$ cat config.mk
export PLATFORM = sky130hd
export DESIGN_NAME = tlb_cp0_regs
export DESIGN_NICKNAME = d
export VERILOG_FILES = /design/src/tlb_pkg.sv /design/src/tlb_cp0_regs.sv
export SDC_FILE = /design/constraint.sdc
export NUM_CORES = 1
export LEC_CHECK = 0
export BUFFER_PORTS_ARGS = -buffer_cell sky130_fd_sc_hd__buf_4
export CAP_MARGIN = 10
export CORE_MARGIN = 2
export CORE_UTILIZATION = 45
export CTS_BUF_LIST = sky130_fd_sc_hd__clkbuf_8
export DETAILED_ROUTE_END_ITERATION = 6
export PLACE_DENSITY = 0.82
export SETUP_SLACK_MARGIN = 0.02
export SLEW_MARGIN = 20
export SYNTH_ARGS = -nofsm -noshare
export SYNTH_HDL_FRONTEND = slang
export SYNTH_SLANG_ARGS = --single-unit
$ cat constraint.sdc
create_clock -name clk -period 1.35 [get_ports clk]
set_clock_uncertainty 0.1 [all_clocks]
set_input_delay 0.27 -clock clk [delete_from_list [all_inputs] [get_ports clk]]
set_output_delay 0.27 -clock clk [all_outputs]
set_load 0.01 [all_outputs]
$ cat src/tlb_pkg.sv
`default_nettype none

package tlb_pkg;

	// ******************************
	// Field widths
	// ******************************

	typedef logic [31:0] reg_word_t;
	typedef logic [18:0] vpn2_t;
	typedef logic [7:0]  asid_t;
	typedef logic [19:0] pfn_t;

	// Cache attribute in bits 4:2, dirty in 1, valid in 0
	typedef logic [4:0]  cdv_t;

	typedef logic [11:0] page_mask_t;
	typedef logic [11:0] page_offset_t;

	// ******************************
	// Entry layout
	// ******************************

	// One half of a page pair
	typedef struct packed {
		pfn_t pfn;
		cdv_t cdv;
	} tlb_page_t;

	// Odd page sits in the low bits
	typedef struct packed {
		vpn2_t      vpn2;
		asid_t      asid;
		page_mask_t mask;
		logic       g;
		tlb_page_t  even;
		tlb_page_t  odd;
	} tlb_entry_t;

	typedef enum logic [1:0] {
		CMD_NONE  = 2'd0,
		CMD_WRITE = 2'd1,
		CMD_READ  = 2'd2,
		CMD_PROBE = 2'd3
	} tlb_cmd_e;

	localparam int NUM_ENTRIES_DEFAULT = 32;

endpackage

`default_nettype wire

$ cat src/tlb_cp0_regs.sv
`timescale 1ns/1ns
`default_nettype none

module tlb_cp0_regs #(
	parameter int NUM_ENTRIES = tlb_pkg::NUM_ENTRIES_DEFAULT
) (
	input  logic                           clk,
	input  logic                           rst,
	input  tlb_pkg::tlb_cmd_e              cmd,
	input  tlb_pkg::tlb_entry_t            rd_entry,
	input  logic                           probe_hit_in,
	input  logic [$clog2(NUM_ENTRIES)-1:0] probe_index_in,
	output tlb_pkg::reg_word_t             entryhi_out,
	output tlb_pkg::page_mask_t            pagemask_out,
	output tlb_pkg::reg_word_t             entrylo0_out,
	output tlb_pkg::reg_word_t             entrylo1_out,
	output logic                           probe_hit,
	output logic [$clog2(NUM_ENTRIES)-1:0] probe_index
);
	import tlb_pkg::*;

	// ******************************
	// tlbr read-back
	// ******************************

	always_ff @(posedge clk) begin
		if (rst) begin
			entryhi_out  <= '0;
			pagemask_out <= '0;
			entrylo0_out <= '0;
			entrylo1_out <= '0;
		end else if (cmd == CMD_READ) begin
			entryhi_out  <= {rd_entry.vpn2, 5'b0, rd_entry.asid};
			pagemask_out <= rd_entry.mask;
			// Global bit is mirrored into both entrylo images
			entrylo0_out <= {6'b0, rd_entry.even.pfn, rd_entry.even.cdv, rd_entry.g};
			entrylo1_out <= {6'b0, rd_entry.odd.pfn, rd_entry.odd.cdv, rd_entry.g};
		end
	end

	// ******************************
	// tlbp result
	// ******************************

	always_ff @(posedge clk) begin
		if (rst) begin
			probe_hit   <= 1'b0;
			probe_index <= '0;
		end else if (cmd == CMD_PROBE) begin
			probe_hit <= probe_hit_in;
			if (probe_hit_in) begin
				probe_index <= probe_index_in;
			end else begin
				probe_index <= '0;
			end
		end
	end

endmodule

`default_nettype wire

; ---- Yosys cells after proc, flatten, opt, wreduce, memory -nomap -nowiden
; Index checks and enable logic that the tools add are counted.
[word_totals]
inputBits = 100
word_cells = 9
out_inout_bits = 114
reg_bits = 97
[classes]
eq_ne = 2
mux = 1
[ops]
columns = operator, count
row1 = $mux 5, 1
row2 = $eq 2x2->1 const B, 2

; ---- Depth between registers and ports, before layout
[depth]
word_depth = 1
mapped_depth = 6
mapped_depth_nobuf = 3

; ---- Least setup slack after synthesis
; No wires, ideal clock.
[synth_timing]
path_type = input to register
from = input port cmd[0]
to = register entrylo0_out[24]
required_time_ns = 1.115
setup_ns = 0.135
arrival_time_ns = 0.952
setup_slack_ns = 0.163
cell_stages = 6
n_path_buf = 3
path_cell_list = buf_4 > nand2b_1 > buf_6 > buf_6 > nand2_1 > a21oi_2
[synth_via]
elab_chain_cells = 1
[synth_lines]
columns = item, line
row1 = "start, declared", tlb_cp0_regs.sv:9  ; input tlb_pkg::tlb_cmd_e cmd,
row2 = $eq 2x2->1, tlb_cp0_regs.sv:32  ; end else if (cmd == CMD_READ) begin
row3 = "end signal, assigned", tlb_cp0_regs.sv:36  ; entrylo0_out <= {6'b0, rd_entry.even.pfn, rd_entry.even.cdv, rd_entry.g};
row4 = "end, declared", tlb_cp0_regs.sv:15  ; output tlb_pkg::reg_word_t entrylo0_out,
; Every way passes these cells.
; A chain may end at the register's enable or synchronous reset.

==> tab_implementation.tex <==
\begin{tabular}{lr}
\hline
Metric & Value \\
\hline
\multicolumn{2}{l}{\textbf{Power}} \\
Sw frac & 24.11\% \\
Switching Power & 1.431 mW \\
Logic gate share of total power & 14.8\% \\
Largest voltage drop on the vdd net & 0.5584 mV \\
Clk pwr share & 34.3\% \\
Total leakage power & 2.351 nW \\
Power density over the cells & 1123 nW/um\^{}2 \\
Total power consumption of the routed design & 5.935 mW \\
Flop pwr share & 51.0\% \\
Internal & 4.504 mW \\
\multicolumn{2}{l}{\textbf{Logic synthesis}} \\
Distinct cell type count of the synthesized netlist & 15 \\
YS warnings & 0 \\
Netlist area before placement & 3722 um\^{}2 \\
Sequential element share of the synthesized area & 51.63\% \\
Number of flip-flops and latches in the synthesized netlist & 96 \\
Per-instance average area after synthesis & 8.479 um\^{}2 \\
Count of mapped cells out of synthesis & 439 \\
\multicolumn{2}{l}{\textbf{Hold path}} \\
Path category of the worst min-delay check & input pin to register \\
\multicolumn{2}{l}{\textbf{Placement}} \\
Worst-case setup slack after placement & 0.05403 ns \\
Post-detailed-placement cell area & 5062 um\^{}2 \\
Post-detailed-placement half-perimeter wirelength & 6956 um \\
Total of buffers placed on input and output ports & 196 \\
Weighted congestion reported at the end of routability-driven placement & 0.7724 \\
\multicolumn{2}{l}{\textbf{Clock tree}} \\
Clk pin slew, worst setup/hold paths & 0.10 ns \\
Post-CTS Resized & 0 \\
Count of H-tree levels built during CTS & 3 \\
Maximum buffer depth of the clock tree & 2 \\
CTS buffer count & 9 \\
Insertion delay to the later sink of the worst-skew pair & 0.34 ns \\
Root buf cell & sky130\_fd\_sc\_hd\_\_clkbuf\_8 \\
Number of buffers added for setup after CTS & 0 \\
CTS tree & yes \\
Count of clock tree sinks & 96 \\
Post-cts hold buffer count & 0 \\
\multicolumn{2}{l}{\textbf{Floorplanning}} \\
Die width & 94.95 um \\
Starting density of the core & 45.76\% \\
IO Count & 214 \\
Area enclosed by the die boundary & 9016 um\^{}2 \\
Row Count & 33 \\
Placeable Area & 8134 um\^{}2 \\
Die H & 94.95 um \\
\multicolumn{2}{l}{\textbf{STA}} \\
Total Neg Setup Slack & 0 ns \\
Final hold vios & 0 \\
Clock period minus worst slack & 1.245 ns \\
Achievable clock frequency & 802.9 MHz \\
Worst path setup slack after routing & 0.1046 ns \\
Setup-violating endpoint count in the final report & 0 \\
Final Max Slew Viols & 0 \\
RSZ-0062 raised after global routing & no \\
Fin crit share & 92.25\% \\
\multicolumn{2}{l}{\textbf{Worst setup path}} \\
Endpoint kind of the worst setup timing path & output port \\
CP Data Arrival Time & 0.88 ns \\
CP top delay family & flip-flops \\
Number of buffer and inverter instances along the worst setup path & 1 \\
Cell-by-cell listing of the critical path & buf\_4 \\
CP max stage cell & sky130\_fd\_sc\_hd\_\_dfxtp\_1 \\
Start-to-end type of the worst setup path & register to output port \\
Delay of the slowest critical-path stage & 0.39 ns \\
Maximum net fanout on the critical path & 3 \\
Type of element launching the critical path & register \\
Crit path required time & 0.98 ns \\
\multicolumn{2}{l}{\textbf{Routing}} \\
Final WL & 9329 um \\
Wire length per cell & 12.78 um \\
Post-route antenna net violation count & 0 \\
Post-DR vias/cell & 4.745 \\
Pre-antenna DRT Iters & 7 \\
Remaining DRCs & 0 \\
1st-iter DRT viols & 101 \\
Total number of vias & 3464 \\
\multicolumn{2}{l}{\textbf{Final layout}} \\
Total of fill cells in the finished design & 707 \\
Antenna diode count & 0 \\
Commonest cells after routing, fill and taps aside & sky130\_fd\_sc\_hd\_\_buf\_4, sky130\_fd\_sc\_hd\_\_nand2\_1, sky130\_fd\_sc\_hd\_\_dfxtp\_1 \\
Area occupied by multi-input gates & 1395 um\^{}2 \\
Design area & 5284 um\^{}2 \\
Final net count & 720 \\
Final core utilization & 64.96\% \\
Area delta synth->final & 41.95\% \\
Share of final-layout standard cells stronger than drive strength 1 & 39.36\% \\
Total area of sequential cells & 1922 um\^{}2 \\
Most common cell after layout, fill and taps aside & sky130\_fd\_sc\_hd\_\_buf\_4 \\
\multicolumn{2}{l}{\textbf{Job}} \\
Number of maximum-capacitance constraint violations & 0 \\
\multicolumn{2}{l}{\textbf{GRT}} \\
Number of antenna violations at the first check in global routing & 0 \\
Wire length of the first global-routing pass & 13990 um \\
Gr usage total & 19.70\% \\
Maximum number of pins on one net before global-route repair & 48 \\
Final global-route overflow total & 0 \\
Vias in the first global route & 3146 \\
\multicolumn{2}{l}{\textbf{Run status}} \\
Status & finished clean \\
\hline
\end{tabular}
==> cell usage after synthesis <==
master                     number  area (um^2)
sky130_fd_sc_hd__nor2b_4        1        13.76
sky130_fd_sc_hd__nand3_1        1        5.000
sky130_fd_sc_hd__clkbuf_1       6        22.52
sky130_fd_sc_hd__buf_8          9        135.1
sky130_fd_sc_hd__nand2b_1       1        6.260
sky130_fd_sc_hd__buf_6         10        112.6
sky130_fd_sc_hd__a21oi_2       24        210.2
sky130_fd_sc_hd__buf_4         21        157.7
sky130_fd_sc_hd__conb_1         1        3.750
sky130_fd_sc_hd__a21oi_1       72        360.4
sky130_fd_sc_hd__buf_12         1        20.02
sky130_fd_sc_hd__nand2_1      187        701.9
sky130_fd_sc_hd__buf_2          4        20.02
sky130_fd_sc_hd__dfxtp_1       96         1922
sky130_fd_sc_hd__nand4_1        5        31.28
==> power groups by stage <==
| stage | clock network, mW | registers, mW | logic (mW) |
|---|---|---|---|
| 3_3_place_gp | 0 | 3.09 | 0.863 |
| 2_1_floorplan | 0 | 3.15 | 0.416 |
| 5_1_grt | 2.22 | 3.04 | 0.957 |
| 4_1_cts | 2.09 | 3.03 | 0.883 |
| 3_5_place_dp | 0 | 3.09 | 0.882 |
| 6_report | 2.03 | 3.03 | 0.876 |
==> layer usage <==
metal  vias up  routed length (um)  track usage [%]
met5         -                   0                0
met4         0                 204            7.488
met3        16                 872            6.943
met2       153                4638            35.28
met1      1560                3614            21.22
li1       1735                   -                -
==> worst reg2reg max path, cell delays in order, from the launching register on <==
cell and delay, ns:
sky130_fd_sc_hd__dfxtp_1 0.39, sky130_fd_sc_hd__nand2_1 0.09, sky130_fd_sc_hd__a21oi_2 0.13
==> registers in the layout (all words and copies together) (netlist names) <==
name / flops
probe_hit: 1
entrylo1_out: 26
entrylo0_out: 25
pagemask_out: 12
probe_index: 5
entryhi_out: 27
==> cell type report <==
cell class / count / share of cell area (%)
Clock buffer: 10 / 2.605
Clock inverter: 6 / 1.587
Sequential cell: 96 / 36.37
Timing Repair Buffer: 205 / 30.55
Tap cell: 105 / 2.486
Multi-Input combinational cell: 308 / 26.40
==> kinds of logic (layout without fill, tap and decap cells) <==
group / Yosys count / after routing / share of synthesized area [%]
simple gates: 195 / 195 / 20.37
compound gates: 96 / 96 / 15.33
flops: 96 / 96 / 51.63
buf+inv: 51 / 221 / 12.57
other cells: 1 / 17 / 0.1007
==> through the flow <==
step                      std cells  hold slack, ns
final                           730         0.06364
after global routing            730         0.04638
after detailed placement        714          0.3470
after CTS                       730         0.05098
after floorplan                 455          0.3046
after global placement          714          0.3432
==> path summary, 6_finish.rpt <==
check / depth (start not counted) / from / end / slack, ns
worst max register to register: 2 / entrylo1_out[0]$_SDFFE_PP0N_ / entrylo1_out[0]$_SDFFE_PP0N_ / 0.59
worst max-delay path: 1 / entrylo1_out[0]$_SDFFE_PP0N_ / entrylo0_out[0] / 0.10
worst min register to register: 2 / entrylo1_out[19]$_SDFFE_PP0N_ / entrylo1_out[19]$_SDFFE_PP0N_ / 0.36
worst min-delay path: 3 / rd_entry[3] / entrylo1_out[4]$_SDFFE_PP0N_ / 0.06
Note: power is estimated with default switching activity, not from simulation.
